===== src/verilog/intOpPkg.sv =====
`default_nettype none

package intOpPkg;

    localparam int XLen = 32;
    localparam int NumLanes = 3; // identical ALU lanes in the cluster

    typedef logic [XLen-1:0] Word_t;
    typedef logic [XLen-1:0] Imm_t;
    typedef logic [1:0] Lane_t;

    typedef enum logic [5:0] {
        OpAdd, OpSub, OpAnd, OpOr, OpXor,
        OpSll, OpSrl, OpSra, OpSlt, OpSltu,
        OpLui, OpAuipc,
        // bit-manipulation subset
        OpAndn, OpOrn, OpXnor,
        OpMin, OpMax, OpMinu, OpMaxu,
        OpSh1add, OpSh2add, OpSh3add,
        OpClz, OpCtz, OpCpop,
        OpRev8, OpOrcB, OpSextB, OpSextH,
        // control transfer
        OpBeq, OpBne, OpBlt, OpBge, OpBltu, OpBgeu,
        OpJal
    } IntOp_t;

endpackage

`default_nettype wire


===== src/verilog/uopPkg.sv =====
`default_nettype none

package uopPkg;

    import intOpPkg::*;

    typedef logic [6:0] SqN_t;
    typedef logic [5:0] Tag_t;

    typedef struct packed {
        Word_t  srcA;
        Word_t  srcB;
        Imm_t   imm;
        Word_t  pc;
        IntOp_t opcode;
        SqN_t   sqN;
        Tag_t   tagDst;
        logic   compressed; // 16-bit encoding, next pc is pc+2
        logic   predTaken;  // direction the front end predicted
    } IntUop;

    typedef struct packed {
        Word_t result;
        Tag_t  tagDst;
        SqN_t  sqN;
        logic  mispredict;
        Word_t dstPc; // only meaningful with mispredict set
    } IntResult;

    // sequence numbers wrap, so age comes from the signed difference
    function automatic logic isYounger(SqN_t a, SqN_t b);
        SqN_t diff;
        diff = a - b;
        return $signed(diff) > 0;
    endfunction

endpackage

`default_nettype wire


===== src/verilog/issueDispatch.sv =====
`timescale 1ns/1ps
`default_nettype none

module issueDispatch import intOpPkg::*; import uopPkg::*; (
    input  wire                  clk,
    input  wire                  rst,
    input  IntUop                inUop,
    input  wire                  inValid,
    output logic                 inReady,
    output IntUop                laneUop [NumLanes],
    output logic [NumLanes-1:0]  laneValid,
    input  wire  [NumLanes-1:0]  laneReady
);

    Lane_t ptr;

    always_comb begin
        laneValid = '0;
        laneValid[ptr] = inValid; // only the pointed-to lane sees the micro-op
        for (int i = 0; i < NumLanes; i++) begin
            laneUop[i] = inUop;
        end
    end

    assign inReady = laneReady[ptr];

    always_ff @(posedge clk) begin
        if (rst) begin
            ptr <= '0;
        end else if (inValid && inReady) begin
            ptr <= (ptr == Lane_t'(NumLanes - 1)) ? '0 : ptr + 2'd1;
        end
    end

    // a valid micro-op always lands on exactly one existing lane
    assert property (@(posedge clk) disable iff (rst)
        $onehot0(laneValid) && ((|laneValid) == inValid));

endmodule

`default_nettype wire


===== config.mk =====
export PLATFORM = sky130hd
export DESIGN_NAME = issueDispatch
export DESIGN_NICKNAME = d
export VERILOG_FILES = /design/src/verilog/intOpPkg.sv /design/src/verilog/uopPkg.sv /design/src/verilog/issueDispatch.sv
export SDC_FILE = /design/constraint.sdc
export NUM_CORES = 1
export LEC_CHECK = 0
export ABC_AREA = 0
export BUFFER_PORTS_ARGS = -buffer_cell sky130_fd_sc_hd__buf_2
export CORE_AREA = 4 4 233 235
export CTS_CLUSTER_SIZE = 14
export DETAILED_ROUTE_END_ITERATION = 12
export DIE_AREA = 0 0 237 239
export GPL_ROUTABILITY_DRIVEN = 0
export PLACE_DENSITY = 0.36
export RECOVER_POWER = 50
export SLEW_MARGIN = 20
export SYNTH_ARGS = -nofsm -noshare
export SYNTH_HDL_FRONTEND = slang
export SYNTH_SLANG_ARGS = --single-unit

===== constraint.sdc =====
create_clock -name clk -period 1.11 [get_ports clk]
set_input_delay 0.1665 -clock clk [delete_from_list [all_inputs] [get_ports clk]]
set_output_delay 0.1665 -clock clk [all_outputs]
set_load 0.02 [all_outputs]

=== Word-level counts from Yosys, hierarchy flattened ===
Index checks and enable logic that the tools add are counted.

* Bits in registers: 2
* Input bits: 155
* Output and inout bits: 451

* Add/subtract/negate cells: 1
* Magnitude comparators: 2
* Equal/unequal tests: 1
* Muxes and demuxes: 5
* Bitwise gates (word level): 1
* Reduce and logical (&&, ||, !) cells: 2

{| class="wikitable"
|+ Operator list
! cell !! count
|-
| $and A3 B3 Y3 || 1
|-
| $lt A2 B3 Y1 const B || 1
|-
| $add A2 B1 Y2 const B || 1
|-
| $bmux W1 S2 || 1
|-
| $demux W1 S2 || 1
|-
| $eq A2 B2 Y1 const B || 1
|-
| $ge A2 B1 Y1 const B || 1
|-
| $logic_and A1 B1 Y1 || 2
|-
| $mux W1 || 2
|-
| $mux W2 || 1
|}

=== Depth between registers and ports, before layout ===
* Word-level depth: 5
* Mapped depth: 3
* Gate-level depth less buffers: 2

=== Worst setup path before layout ===
Ideal clock, no wire load.

* Path type: flip-flop to output port
* Start point: reg ptr[0]
* End point: out laneValid[1]
* Arrival: 0.988 ns
* Path slack: -0.045 ns
* Stages on the path, launching flop included: 3
* Path buffers: 0
* Cell sequence: dfxtp_1 > inv_2 > nor3b_1

* Cells in the longest elaborated chain, start to end: 5
* Elaborated cells between the ends (all ways): 6

{| class="wikitable"
|+ Ends and longest elaborated chain
! item !! RTL line !! RTL
|-
| start, declared || issueDispatch.sv:15 || <nowiki>Lane_t ptr;</nowiki>
|-
| start signal, assigned || issueDispatch.sv:31 || <nowiki>ptr <= (ptr == Lane_t'(NumLanes - 1)) ? '0 : ptr + 2'd1;</nowiki>
|-
| $lt A2 B3 Y1 (not written as such) or $ge A2 B1 Y1 (tied branches) || issueDispatch.sv:19 || <nowiki>laneValid[ptr] = inValid;</nowiki>
|-
| $logic_and A1 B1 Y1 (not written as such) || issueDispatch.sv:19 ||
|-
| $mux W1 (not written as such) || issueDispatch.sv:19 ||
|-
| $demux W1 S2 * || issueDispatch.sv:19 ||
|-
| $and A3 B3 Y3 (no line) * || - ||
|-
| end, declared || issueDispatch.sv:11 || <nowiki>output logic [NumLanes-1:0] laneValid,</nowiki>
|}

Mark *: on every way between the ends. The rest lies on a longest branch, timed or not.

=== Final worst setup path ===
* Start point: reg ptr[1]
* End point: out inReady

* Cells in the longest elaborated chain, start to end: 2

{| class="wikitable"
|+ Ends and longest elaborated chain
! item !! RTL line !! RTL
|-
| $bmux W1 S2 || issueDispatch.sv:25 || <nowiki>assign inReady = laneReady[ptr];</nowiki>
|-
| $mux W1 (not written as such) || issueDispatch.sv:25 ||
|-
| end, declared || issueDispatch.sv:9 || <nowiki>output logic inReady,</nowiki>
|}

No other way between the ends. The select of a mux whose other input is x is not followed.

==> impl_results.md <==
* Status: finished with violations
* Failing checks: setup timing
* Input/output buffers at 9
* Core area at 52,240 sq um
* Wire length per cell at between 10 and 15 um
* Detail Placement HPWL at 6795 um
* Share of the synthesized area in the top cell type at a little over nine tenths
* Iteration-0 DRC count of the detailed router at 29
* Largest net degree at the start of global routing at 8
* Final WS setup at -54.53 ps
* Cells after synthesis at 463
* Post-synthesis sequential area ratio at 1.142%
* CP max stage delay at 370 ps
* Pwr/cell area at 592.8 nW/um^2
* Top-count cell post-synth: buf_4
* F_max at between 800 and 900 MHz
* Synthesis warning total at 0
* Slew @ Worst Pin at about 220 ps
* Area delta synth->final at -67.21%
* Clk Latency, worst-skew pair at 220 ps
* Global-route wire length before repair at 9225 um
* 1st-pass router iterations at 2
* Design area at 1150 sq um
* Layout cells sized above 1 at 67.86%
* CTS root buf: clkbuf_16
* H-tree depth at 1
* Clock Sinks at 2
* Largest regs: ptr: 2 flops
* Critical Path End Type: primary output
* Site Rows at 84
* Final #Nets at 185
* Vias at 673
* Final WL at 8003 um
* Synth Flop Type: dfxtp_1
* Post-synth EDFFs at 0
* Pre-CTS setup slack at roughly 15 ps
* Chip Width at 237 um
* Crit-path cells: mux2i_1 -> o21ai_1 -> buf_2
* Post-synth ARST share at 0%
* Synth Cell Area at 3507 sq um
* Syn nets at approximately 620
* GRT Total Usage at 2.470%
* Synth unique cells at 14
* Syn Area/Cell at roughly 7.6 sq um
* Number of synthesized register bits at 2
* Clock Tree Buf Depth at 2
* Fill cell count at 6,230
* Hold slack at ~130 ps
* Die area at between 50,000 and 60,000 sq um
* Antenna violations before repair at 0
* RSZ-0062 raised after global routing: true
* Top delay family on crit path: flip-flops
* CP Data Arrival Time at 1000 ps
* Minimum clock period at about 1200 ps
* CTS tree: built
* Path type of the worst setup path: reg -> out
* Max reg flops at 2
* Ranking of synthesized cells by area: buf_4 96%, dfxtp_1 1.1%, nand3b_1 0.43%, nor3b_1 0.43%, a211oi_2 0.36%
* Placed Area at 1051 sq um
* Die Height at 239 um
* N_diodes at 0
* Clk pin slew, worst setup/hold paths at about 30 ps
* Yosys top cell by area: buf_4
* Initial Utilization at 6.714%
* Power Total at 0.0006816 W
* Leak at 0.1326 nW
* Largest Register: ptr
* Max VDD drop at 0.0002476 V
* Final core occ at 2.201%
* Vias in the first global route at 839
* Hold Path Class: in -> reg
* Worst Path Max Fanout at 6
* Max_slew headroom at 85.06%
* Cts bufs inserted at 3
* Final hold vios at 0
* Setup crit start kind: flip-flop
* Final worst-path cycle share at 104.9%
* Clock Skew at roughly 1.1 ps
* # IOs at 606
* Post-route ant nets at 0
* DRC at 0
* Worst EP required at 940 ps
* Most common library cells after synthesis: 447 x buf_4, 2 x dfxtp_1, 2 x nand3b_1, 2 x nor3b_1
* Max Slew Vio Count at 0
* Grt ovf at 0
* Slowest CP cell: dfxtp_4
* Routed vias/inst at roughly 0.94
* Max-cap violations at 0
* Critical path buffer and inverter count at 1
* Endpoints failing setup at 4
## cell usage in the layout (no fill, tap or decap), types with 2 or more instances in the layout
master | Yosys | routed
buf_2 | 0 | 6
clkbuf_16 | 0 | 3
buf_4 | 447 | 3
nand3b_1 | 2 | 2
nor3b_2 | 0 | 2
dfxtp_4 | 0 | 2
## worst paths after layout
path                   to  slack (ps)    from  depth (start not counted)
setup / recovery  inReady         -50  ptr[1]                          3
hold / removal     ptr[0]         130     rst                          2
setup reg to reg   ptr[0]          90  ptr[1]                          3
hold reg to reg    ptr[0]         540  ptr[0]                          2
## worst register-to-register path, cell delays in order, from the launching register on
cell and delay (ps):
dfxtp_4 370, buf_1 170, and4b_1 220, a211oi_2 180
## report_power, final
| part | switching [W] | leakage (nW) | internal, W | total (W) |
|---|---|---|---|---|
| clock network | 0.0000798 | 0.0370 | 0.000458 | 0.000538 |
| logic | 0.0000350 | 0.0778 | 0.0000288 | 0.0000638 |
| registers | 0.00000621 | 0.0178 | 0.0000737 | 0.0000799 |
| total | 0.000121 | 0.133 | 0.000561 | 0.000682 |
## layer usage
metal	vias up	track usage (%)	wire length (um)
met5	-	0	0
met4	0	5.060	1614
met3	159	2.884	2416
met2	288	3.370	3185
met1	139	0.6882	786
li1	87	-	-
## logic make-up after synthesis
group	after synthesis	share of synthesized area, %
buffers and inverters	449	96.11
and+or+nand+nor	6	1.356
AOI/OAI and AO/OA	5	1.106
DFF	2	1.142
muxes	1	0.2854
## metrics by stage
step                      std cells  setup TNS [ps]
after floorplan                 463               0
after global placement          712               0
after detailed placement        712               0
after CTS                       716          -172.3
after global routing            716          -245.5
final                           716          -102.0
## layout make-up
cell class | count | area [sq um] | share of cell area [%]
Tap cell | 688 | 860.8 | 74.86
Timing Repair Buffer | 10 | 56.30 | 4.897
Inverter | 1 | 3.754 | 0.3264
Clock buffer | 3 | 75.07 | 6.529
Multi-Input combinational cell | 12 | 106.4 | 9.249
Sequential cell | 2 | 47.55 | 4.135
## timing repair
item / CTS / global route
endpoints found under the setup margin: 4 / 4
hold buffers: 0 / 0
pin swaps: 2 / 0
resized for setup: 8 / 0
buffers inserted: 1 / 0
No activity file was read; power rests on OpenSTA's default activity.
