File: config.mk
export PLATFORM = sky130hd
export DESIGN_NAME = resultArbiter
export DESIGN_NICKNAME = d
export VERILOG_FILES = /design/src/verilog/intOpPkg.sv /design/src/verilog/uopPkg.sv /design/src/verilog/resultArbiter.sv
export SDC_FILE = /design/constraint.sdc
export NUM_CORES = 1
export LEC_CHECK = 0
export ABC_CLOCK_PERIOD_IN_PS = 4000
export BUFFER_PORTS_ARGS = -buffer_cell sky130_fd_sc_hd__buf_2
export CAP_MARGIN = 20
export CORE_AREA = 5 5 122 124
export DETAILED_ROUTE_END_ITERATION = 8
export DIE_AREA = 0 0 127 129
export PLACE_DENSITY_LB_ADDON = 0.25
export SYNTH_ARGS = -nofsm -noshare
export SYNTH_HDL_FRONTEND = slang
export SYNTH_SLANG_ARGS = --single-unit
File: constraint.sdc
create_clock -name clk -period 4 [get_ports clk]
set_clock_uncertainty 0.15 [all_clocks]
set_input_delay 0.4 -clock clk [delete_from_list [all_inputs] [get_ports clk]]
set_output_delay 0.4 -clock clk [all_outputs]
set_load 0.01 [all_outputs]
File: src/verilog/intOpPkg.sv
`default_nettype none

package intOpPkg;

    localparam int XLen = 32;
    localparam int NumLanes = 3; // identical ALU lanes in the cluster

    typedef logic [XLen-1:0] Word_t;
    typedef logic [XLen-1:0] Imm_t;
    typedef logic [1:0] Lane_t;

    typedef enum logic [5:0] {
        OpAdd, OpSub, OpAnd, OpOr, OpXor,
        OpSll, OpSrl, OpSra, OpSlt, OpSltu,
        OpLui, OpAuipc,
        // bit-manipulation subset
        OpAndn, OpOrn, OpXnor,
        OpMin, OpMax, OpMinu, OpMaxu,
        OpSh1add, OpSh2add, OpSh3add,
        OpClz, OpCtz, OpCpop,
        OpRev8, OpOrcB, OpSextB, OpSextH,
        // control transfer
        OpBeq, OpBne, OpBlt, OpBge, OpBltu, OpBgeu,
        OpJal
    } IntOp_t;

endpackage

`default_nettype wire

File: src/verilog/uopPkg.sv
`default_nettype none

package uopPkg;

    import intOpPkg::*;

    typedef logic [6:0] SqN_t;
    typedef logic [5:0] Tag_t;

    typedef struct packed {
        Word_t  srcA;
        Word_t  srcB;
        Imm_t   imm;
        Word_t  pc;
        IntOp_t opcode;
        SqN_t   sqN;
        Tag_t   tagDst;
        logic   compressed; // 16-bit encoding, next pc is pc+2
        logic   predTaken;  // direction the front end predicted
    } IntUop;

    typedef struct packed {
        Word_t result;
        Tag_t  tagDst;
        SqN_t  sqN;
        logic  mispredict;
        Word_t dstPc; // only meaningful with mispredict set
    } IntResult;

    // sequence numbers wrap, so age comes from the signed difference
    function automatic logic isYounger(SqN_t a, SqN_t b);
        SqN_t diff;
        diff = a - b;
        return $signed(diff) > 0;
    endfunction

endpackage

`default_nettype wire

File: src/verilog/resultArbiter.sv
`timescale 1ns/1ps
`default_nettype none

module resultArbiter import intOpPkg::*; import uopPkg::*; (
    input  wire                 clk,
    input  wire                 rst,
    input  IntResult            resOut [NumLanes],
    input  wire  [NumLanes-1:0] resValid,
    output logic [NumLanes-1:0] resReady,
    output IntResult            outRes,
    output logic                outValid,
    input  wire                 outReady
);

    Lane_t lastGrant;
    Lane_t grant;
    Lane_t stallLane;
    logic grantValid;
    logic stalled;

    always_comb begin
        int idx;
        grant = lastGrant;
        grantValid = 1'b0;
        // walk backwards so the lane right after lastGrant ends up on top
        for (int k = NumLanes; k >= 1; k--) begin
            idx = (int'(lastGrant) + k) % NumLanes;
            if (resValid[idx]) begin
                grant = Lane_t'(idx);
                grantValid = 1'b1;
            end
        end
        if (stalled && resValid[stallLane]) begin
            grant = stallLane; // keep offering the lane that was refused last cycle
            grantValid = 1'b1;
        end
    end

    always_comb begin
        for (int i = 0; i < NumLanes; i++) begin
            resReady[i] = outReady && grantValid && (grant == Lane_t'(i));
        end
    end

    assign outValid = grantValid;
    assign outRes = resOut[grant];

    always_ff @(posedge clk) begin
        if (rst) begin
            lastGrant <= Lane_t'(NumLanes - 1); // first search starts at lane 0
            stalled <= 1'b0;
        end else begin
            stalled <= outValid && !outReady;
            if (outValid && outReady) begin
                lastGrant <= grant;
            end
        end
    end

    always_ff @(posedge clk) begin
        stallLane <= grant;
    end

endmodule

`default_nettype wire

# Word level (Yosys, flattened, before mapping)
# Cells that the tools add are included.
# W data, S select, Z words.
word_totals:
  latch_bits: 0
  wordCells: 47
  mem_count: 0
  output_inout_bits: 82
  in_bits: 240
  ff_bits: 5
  ramBits: 0
  romBits: 0
classes:
  n_shift: 0
  bitwise: 1
  n_addsub: 3
  multipliers: 0
  reduce_logical: 8
  n_eq_ne: 2
  div_mod_pow: 3
  n_mux: 22
  magnitude_cmp: 5
ops:
  columns: ["op", "count"]
  rows:
  - ["$bmux W78 S2", 1]
  - ["$mux W78", 2]
  - ["$lt A32 B4 Y1 const B", 3]
  - ["$mod A32 B3 Y32 const B", 3]
  - ["$mux W1", 11]
  - ["$bmux W1 S2", 4]
  - ["$mux W2", 4]
  - ["$add A2 B2 Y3 const B", 2]
  - ["$logic_and A1 B1 Y1", 6]
  - ["$add A2 B1 Y3 const B", 1]
  - ["$ge A3 B3 Y1 const B", 1]
  - ["$lt A2 B3 Y1 const B", 1]
  - ["$not A2 Y3", 1]
  - ["$eq A2 B1 Y1 const B", 1]
  - ["$eq A2 B2 Y1 const B", 1]
  - ["$logic_not A2 Y1", 1]
  - ["$logic_not A1 Y1", 1]

# Longest topological paths before layout
# Gate-level depths: netlist of run 1.
logic_depth:
  word_depth: 13
  depth_mapped: 12
  mapped_depth_nobuf: 8

# Worst setup path after synthesis of run 1
# Ideal clock, no wire load.
synth_timing:
  path_type: "register to output"
  from: "reg lastGrant[0]"
  to: "out outRes[68] (netlist name)"
  t_arrival_ns: 2.275
  stages_incl_launch_ff: 13
  n_path_buf: 4
  path_slack_ns: 1.175
  required_time_ns: 3.450
  path_cell_list: "dfxtp_1 > inv_1 > ha_1 > buf_2 > nand3b_1 > o21ai_2 > a221oi_1 > a221oi_2 > buf_4 > buf_8 > buf_12 > mux2i_1 > o2bb2ai_1"
synth_rtl:
  columns: ["item", "line_no", "source"]
  rows:
  - ["from (decl)", "resultArbiter.sv:15", "Lane_t lastGrant;"]
  - ["from (signal assigned)", "resultArbiter.sv:50", "lastGrant <= Lane_t'(NumLanes - 1);"]
  - ["from (signal assigned)", "resultArbiter.sv:55", "lastGrant <= grant;"]
  - ["to (decl)", "resultArbiter.sv:10", "output IntResult outRes,"]

==> qor.txt, run 1 <==
Run status = complete, no violations
Fin. Hold Viols = 0
Slew Limit Headroom = 63.1%
Bufs on Longest Clock Path = 2
Setup slack after layout = 0.366 ns
Clock insertion delay at the later pin of the skew report = 0.22 ns
CTS buffer count = 3
Violation count after the first detailed-routing iteration = 102
Overall routing resource usage = 12.4%
Startpoint-to-endpoint class of the critical path = reg2out
Share of post-route cells with drive strength above 1 = 61.8%
Slowest Stage Delay on Critical Path = 0.49 ns
Minimum period implied by the final worst setup slack = 3.63 ns
Remaining DRCs = 0
Launching element of the worst setup path = lastGrant[0]
CTS tree = yes
Die Y-Extent = 129 um
Share of the yosys chip area belonging to registers = 4.61%
Register-to-register path setup slack = 0.95 ns
Cell family with the largest share of critical-path delay = compound AO/OA/AOI/OAI gates
Final net count = 792
Async SR Flop Fraction = 0%
Actual transition at the worst max-transition pin = 0.545 ns
Critical Path Slowest Stage Cell = sky130_fd_sc_hd__ha_1
Endpoint type of the worst setup path = output port
Number of placed I/O pins = 322
Clock root buffer = sky130_fd_sc_hd__clkbuf_16
Placement Setup Slack = 0.635 ns
First-pass GRT wire length = 16700 um
IR drop worst, VDD = 427 uV
Power per unit of standard cell area = 807 nW/um2
Remaining antenna violation count after routing = 0
H-tree levels = 1
# rows = 43
Maximum clock frequency = 275 MHz
Dominant synthesized flop cell = sky130_fd_sc_hd__dfxtp_1
Most used standard cell by instance count after synthesis = sky130_fd_sc_hd__mux2i_1
Number of standard cells after synthesis = 245
Max-slew violations = 0
Startpoint kind of the worst setup timing path = flop
Part of the cycle the worst path needs = 90.8%
Post-Syn Nets = 489
Logic depth of the worst path, buffers included = 10
Cell Area, Placed = 3930 um2
Fillcell total = 1462
Number of vias in the routed layout = 3271
Num Clock Sinks = 5
Clock transition at the register clock pins on the worst setup and hold paths after CTS = 0.03 ns
Sum of routed wire length over all layers = 11700 um
Cell area after technology mapping = 2170 um2
Number of antenna violations at the first check in global routing = 1
PostCTS Resize Cnt = 0
Static Leakage = 0.00220 uW
Number of cells on the worst reg-to-reg path = 9
Leading area contributor after synthesis = sky130_fd_sc_hd__mux2i_1
Final estimated routing congestion in global placement = 0.922
Worst setup path endpoint = outRes[29]
Total Negative Setup Slacks = 0 ns
Cell variety after synth = 40
Width of the chip = 127 um
Number of port buffers = 321
Data arrival time of the critical path = 3.08 ns
Detailed-router iteration count before antenna repair = 4
Placeable core area = 13700 um2
FF+latch count, synth = 5
Final setup viols = 0
Area of the die = 16400 um2
Final routed wire length divided by cell count = 16.1 um
Required time of the critical path = 3.45 ns
Final Instance Area = 4010 um2
Critical register-to-register path endpoint = lastGrant[1]
Number of buffers inserted for hold repair after clock tree synthesis = 0
Peak fanout along the critical path = 30
Max cap viols = 0
Number of global-route vias before repair = 3290
Top area cells in the synthesized netlist = sky130_fd_sc_hd__mux2i_1 37%, sky130_fd_sc_hd__o2bb2ai_1 31%, sky130_fd_sc_hd__dfxtp_1 4.6%, sky130_fd_sc_hd__ha_1 2.3%, sky130_fd_sc_hd__buf_2 2.1%
Yosys warning total = 0
Post CTS Setup Buffer Count = 0
Starting Density = 15.9%
Placed wire-length estimate after detailed placement = 10100 um
Ranking of synthesized cells by instance count = 80 x sky130_fd_sc_hd__mux2i_1, 78 x sky130_fd_sc_hd__o2bb2ai_1, 9 x sky130_fd_sc_hd__buf_2
Buffer and inverter count on the worst path = 3
RSZ-0062 raised after global routing = no
Growth of design area from synthesis to finish = 84.6%
Final core utilization = 29.3%
Worst hold-check path type = in2reg
Critical Path, Cell by Cell = inv_1 -> ha_1 -> mux2i_1 -> o22ai_2 -> a211oi_2 -> a221oi_4 -> o211a_4 -> buf_4 -> o2bb2ai_1 -> buf_2
Proportion of netlist area held by the largest area contributor = 36.9%
Launch instance of the worst register-to-register path = lastGrant[0]
Maximum number of pins on one net before global-route repair = 83
Post-synth EDFFs = 0
Vias per cell = 4.49
Total congestion overflow = 0
Mean post-synth cell area = 8.87 um2
==> metal layers <==
metal | global-route usage, % | part of all wire, % | wire (um) | vias up
met5 | 0 | 0 | 0 | -
met4 | 2.65 | 1.0 | 117 | 0
met3 | 3.69 | 10 | 1230 | 10
met2 | 23.6 | 52 | 6100 | 201
met1 | 13.6 | 36 | 4260 | 1442
li1 | - | - | - | 1618
==> worst min-delay path by stage <==
stage / from / to / slack [ns] / cells past startpoint
2_1_floorplan: rst / stalled / 0.32 / 1
3_3_place_gp: lastGrant[1] / lastGrant[1] / 0.42 / 1
3_5_place_dp: lastGrant[1] / lastGrant[1] / 0.40 / 1
4_1_cts: outReady / stalled / 0.23 / 2
5_1_grt: outReady / stalled / 0.23 / 2
6_report: outReady / stalled / 0.23 / 2
==> per-stage QoR <==
| step | total power, uW | hold slack [ns] | std cells |
|---|---|---|---|
| after floorplan | 2130 | 0.323 | 245 |
| after global placement | 3090 | 0.415 | 723 |
| after detailed placement | 3110 | 0.401 | 723 |
| after CTS | 3280 | 0.226 | 727 |
| after global routing | 3510 | 0.231 | 728 |
| final | 3240 | 0.227 | 728 |
==> logic make-up (layout without fill, tap and decap cells) <==
family,after synthesis,after routing,share of synthesized area [%]
AOI/OAI and AO/OA,104,104,41.4
adders and majority gates,4,4,2.30
buffers and inverters,33,335,9.73
DFF,5,5,4.61
muxes,81,81,37.5
other,0,1,0
and+or+nand+nor,18,18,4.44
==> worst register-to-register path: cells and delay by family (launching register included) <==
kind | cells | cell delay, ns
DFF | 1 | 0.36
muxes | 1 | 0.28
AOI/OAI and AO/OA | 4 | 0.95
and+or+nand+nor | 1 | 0.39
adders and majority gates | 1 | 0.49
buffers and inverters | 2 | 0.32
==> cell usage in the layout (no fill, tap or decap), types with 3 or more instances in the layout <==
cell type and instances:
sky130_fd_sc_hd__buf_2 321, sky130_fd_sc_hd__mux2i_1 80, sky130_fd_sc_hd__o2bb2ai_1 78, sky130_fd_sc_hd__nand2_1 6
sky130_fd_sc_hd__inv_1 5, sky130_fd_sc_hd__dfxtp_1 5, sky130_fd_sc_hd__a21oi_1 4, sky130_fd_sc_hd__ha_1 4
sky130_fd_sc_hd__buf_12 4, sky130_fd_sc_hd__o21ai_0 3, sky130_fd_sc_hd__clkbuf_16 3
==> area by class of cell <==
type,count,area [um2],share of cell area [%]
clock buffers,4,78.8,1.97
inverters,5,18.8,0.468
well taps,180,225,5.62
diodes,1,2.50,0.0624
multi-input cells,207,1890,47.1
flip-flops and latches,5,100,2.50
repair buffers,326,1690,42.2
==> where the power goes <==
group	leakage [uW]	switching, uW	internal, uW
Clock	0.0000382	30.9	132
Combinational	0.00212	1660	1320
Sequential	0.0000418	18.4	68.8
==> registers in the layout, indices dropped and copies added (netlist names) <==
| name | flops |
|---|---|
| stalled | 1 |
| stallLane | 2 |
| lastGrant | 2 |
Note: power is estimated with default switching activity, not from simulation.
==> inputs of run 2 (changes only) <==
--- a/config.mk
+++ b/config.mk
@@ -5,12 +5,13 @@
 export SDC_FILE = /design/constraint.sdc
 export NUM_CORES = 1
 export LEC_CHECK = 0
-export ABC_CLOCK_PERIOD_IN_PS = 4000
 export BUFFER_PORTS_ARGS = -buffer_cell sky130_fd_sc_hd__buf_2
 export CAP_MARGIN = 20
 export CORE_AREA = 5 5 122 124
+export CTS_BUF_LIST = sky130_fd_sc_hd__clkbuf_2
 export DETAILED_ROUTE_END_ITERATION = 8
 export DIE_AREA = 0 0 127 129
+export GPL_ROUTABILITY_DRIVEN = 0
 export PLACE_DENSITY_LB_ADDON = 0.25
 export SYNTH_ARGS = -nofsm -noshare
 export SYNTH_HDL_FRONTEND = slang
==> run 2 against run 1 <==
Compared with the run above: hold slack lost 0.0024 ns; first-iteration DRC count shrank 14%; clock power shrank 71%; power shrank 3.7%; worst setup slack gained 0.020 ns; core utilization shrank 0.43 points; sequential cell count is the same; critical path type unchanged; largest cell class unchanged; largest power group unchanged.
==> qor.txt, run 2 (synthesis gave the netlist of run 1 again) <==
Max cap viols = 0 (unchanged)
Fraction of power consumed by the clock network = 1.5% (was 5.0%)
H-tree levels = 1 (unchanged)
Placeable core area = 13700 um2 (unchanged)
Switching component of the power = 1700 uW (was 1710 uW)
CTS buffer count = 3 (unchanged)
Fillcell total = 1465 (was 1462)
Static Leakage = 0.00217 uW (was 0.00220 uW)
Vias per cell = 4.46 (was 4.49)
Number of port buffers = 321 (unchanged)
Fin. Hold Viols = 0 (unchanged)
Cell Area, Placed = 3930 um2 (unchanged)
Starting Density = 15.9% (unchanged)
Clock insertion delay at the later pin of the skew report = 0.22 ns (about the same)
Share of post-route cells with drive strength above 1 = 62.0% (was 61.8%)
Peak fanout along the critical path = 30 (unchanged)
Number of buffers inserted for hold repair after clock tree synthesis = 0 (unchanged)
Endpoint type of the worst setup path = output port (unchanged)
Worst hold-check path type = in2reg (unchanged)
Startpoint kind of the worst setup timing path = flop (unchanged)
Final core utilization = 28.9% (was 29.3%)
Total congestion overflow = 0 (unchanged)
Overall routing resource usage = 12.5% (was 12.4%)
Number of antenna violations at the first check in global routing = 1 (unchanged)
Sum of routed wire length over all layers = 11700 um (about the same)
Sw frac = 54.6% (was 53.0%)
Post CTS Setup Buffer Count = 0 (unchanged)
Startpoint-to-endpoint class of the critical path = reg2out (unchanged)
PostCTS Resize Cnt = 0 (unchanged)
IR drop worst, VDD = 423 uV (was 427 uV)
Final net count = 792 (unchanged)
Data arrival time of the critical path = 3.06 ns (was 3.08 ns)
Internal power of the cells = 1420 uW (was 1520 uW)
CTS tree = yes (unchanged)
Top library cells by usage in the layout, fill and taps aside = 321 x sky130_fd_sc_hd__buf_2, 80 x sky130_fd_sc_hd__mux2i_1, 78 x sky130_fd_sc_hd__o2bb2ai_1 (unchanged)
Maximum number of pins on one net before global-route repair = 83 (unchanged)
Clock root buffer = sky130_fd_sc_hd__clkbuf_2 (was sky130_fd_sc_hd__clkbuf_16)
Final Instance Area = 3950 um2 (was 4010 um2)
Sequential cell fraction of total power = 2.8% (was 2.7%)
Detailed-router iteration count before antenna repair = 4 (unchanged)
Number of vias in the routed layout = 3249 (was 3271)
Part of the cycle the worst path needs = 90.3% (was 90.8%)
Slew Limit Headroom = 62.5% (was 63.1%)
Minimum period implied by the final worst setup slack = 3.61 ns (was 3.63 ns)
# placed instances = 723 (unchanged)
Width of the chip = 127 um (unchanged)
Remaining antenna violation count after routing = 0 (unchanged)
Growth of design area from synthesis to finish = 81.9% (was 84.6%)
Final setup viols = 0 (unchanged)
Placed wire-length estimate after detailed placement = 10100 um (unchanged)
Required time of the critical path = 3.45 ns (about the same)
Final routed wire length divided by cell count = 16.0 um (was 16.1 um)
Remaining DRCs = 0 (unchanged)
Maximum clock frequency = 277 MHz (was 275 MHz)
Max-slew violations = 0 (unchanged)
First-pass GRT wire length = 16700 um (about the same)
Total Negative Setup Slacks = 0 ns (unchanged)
Fraction of power consumed by combinational cells = 95.7% (was 92.3%)
Actual transition at the worst max-transition pin = 0.553 ns (was 0.545 ns)
Violation count after the first detailed-routing iteration = 88 (was 102)
# rows = 43 (unchanged)
Bufs on Longest Clock Path = 2 (unchanged)
Area of the die = 16400 um2 (unchanged)
Number of placed I/O pins = 322 (unchanged)
Number of global-route vias before repair = 3284 (was 3290)
RSZ-0062 raised after global routing = no (unchanged)
Commonest non-fill, non-tap cell in the layout = sky130_fd_sc_hd__buf_2 (unchanged)
Power per unit of standard cell area = 789 nW/um2 (was 807 nW/um2)
Clock transition at the register clock pins on the worst setup and hold paths after CTS = 0.06 ns (was 0.03 ns)
Post-route non-filler standard cell count = 728 (unchanged)
Die Y-Extent = 129 um (unchanged)
Largest registers in the final layout = lastGrant: 2 flops, stallLane: 2 flops, stalled: 1 flops (unchanged)
Run status = complete, no violations (unchanged)
Num Clock Sinks = 5 (unchanged)
## run 2: cell counts in the layout (fill, tap and decap cells not counted)
No cell type changed its count.
## run 2: per-layer routing
metal | track usage (%) | part of all wire, % | vias to the layer above
li1 | - | - | 1616
met1 | 13.8 | 37 | 1420
met2 | 23.3 | 52 | 203
met3 | 3.82 | 11 | 10
met4 | 2.84 | 0.96 | 0
met5 | 0 | 0 | -
## run 2: power groups by stage
stage | clock network (uW) | logic [uW] | registers, uW
after global routing | 53.7 | 3250 | 89.6
after floorplan | 0 | 2050 | 83.2
after CTS | 49.9 | 3030 | 86.1
after detailed placement | 0 | 3030 | 87.0
after global placement | 0 | 3010 | 87.0
final | 47.6 | 2980 | 86.5
## run 2: worst max-delay path, stage by stage, from the launching register on
cell	delay (ns)
sky130_fd_sc_hd__dfxtp_1	0.37
sky130_fd_sc_hd__inv_1	0.10
sky130_fd_sc_hd__ha_1	0.49
sky130_fd_sc_hd__mux2i_1	0.14
sky130_fd_sc_hd__o22ai_2	0.27
sky130_fd_sc_hd__a211oi_2	0.13
sky130_fd_sc_hd__a221oi_4	0.38
sky130_fd_sc_hd__o211a_4	0.29
sky130_fd_sc_hd__buf_4	0.33
sky130_fd_sc_hd__o2bb2ai_1	0.16
sky130_fd_sc_hd__buf_2	0.16
## run 2: area by class of cell
type,instances,area (um2),share of cell area [%]
flip-flops and latches,5,100,2.53
diodes,1,2.50,0.0633
well taps,180,225,5.70
clock buffers,4,20.0,0.507
repair buffers,326,1690,42.9
inverters,5,18.8,0.475
multi-input cells,207,1890,47.8
## run 2: final timing paths
check / start / to / slack, ns / cells past startpoint
max: lastGrant[0] / outRes[29] / 0.39 / 10
max reg2reg: lastGrant[0] / lastGrant[1] / 0.96 / 9
min: outReady / stalled / 0.22 / 2
min reg2reg: lastGrant[1] / lastGrant[1] / 0.42 / 1
## run 2: per-stage QoR
step | worst slack (ns) | hold slack, ns | total power (uW)
2_1_floorplan | 1.18 | 0.323 | 2130
3_3_place_gp | 0.723 | 0.415 | 3090
3_5_place_dp | 0.635 | 0.401 | 3110
4_1_cts | 0.376 | 0.212 | 3170
5_1_grt | 0.185 | 0.209 | 3390
6_report | 0.387 | 0.225 | 3120
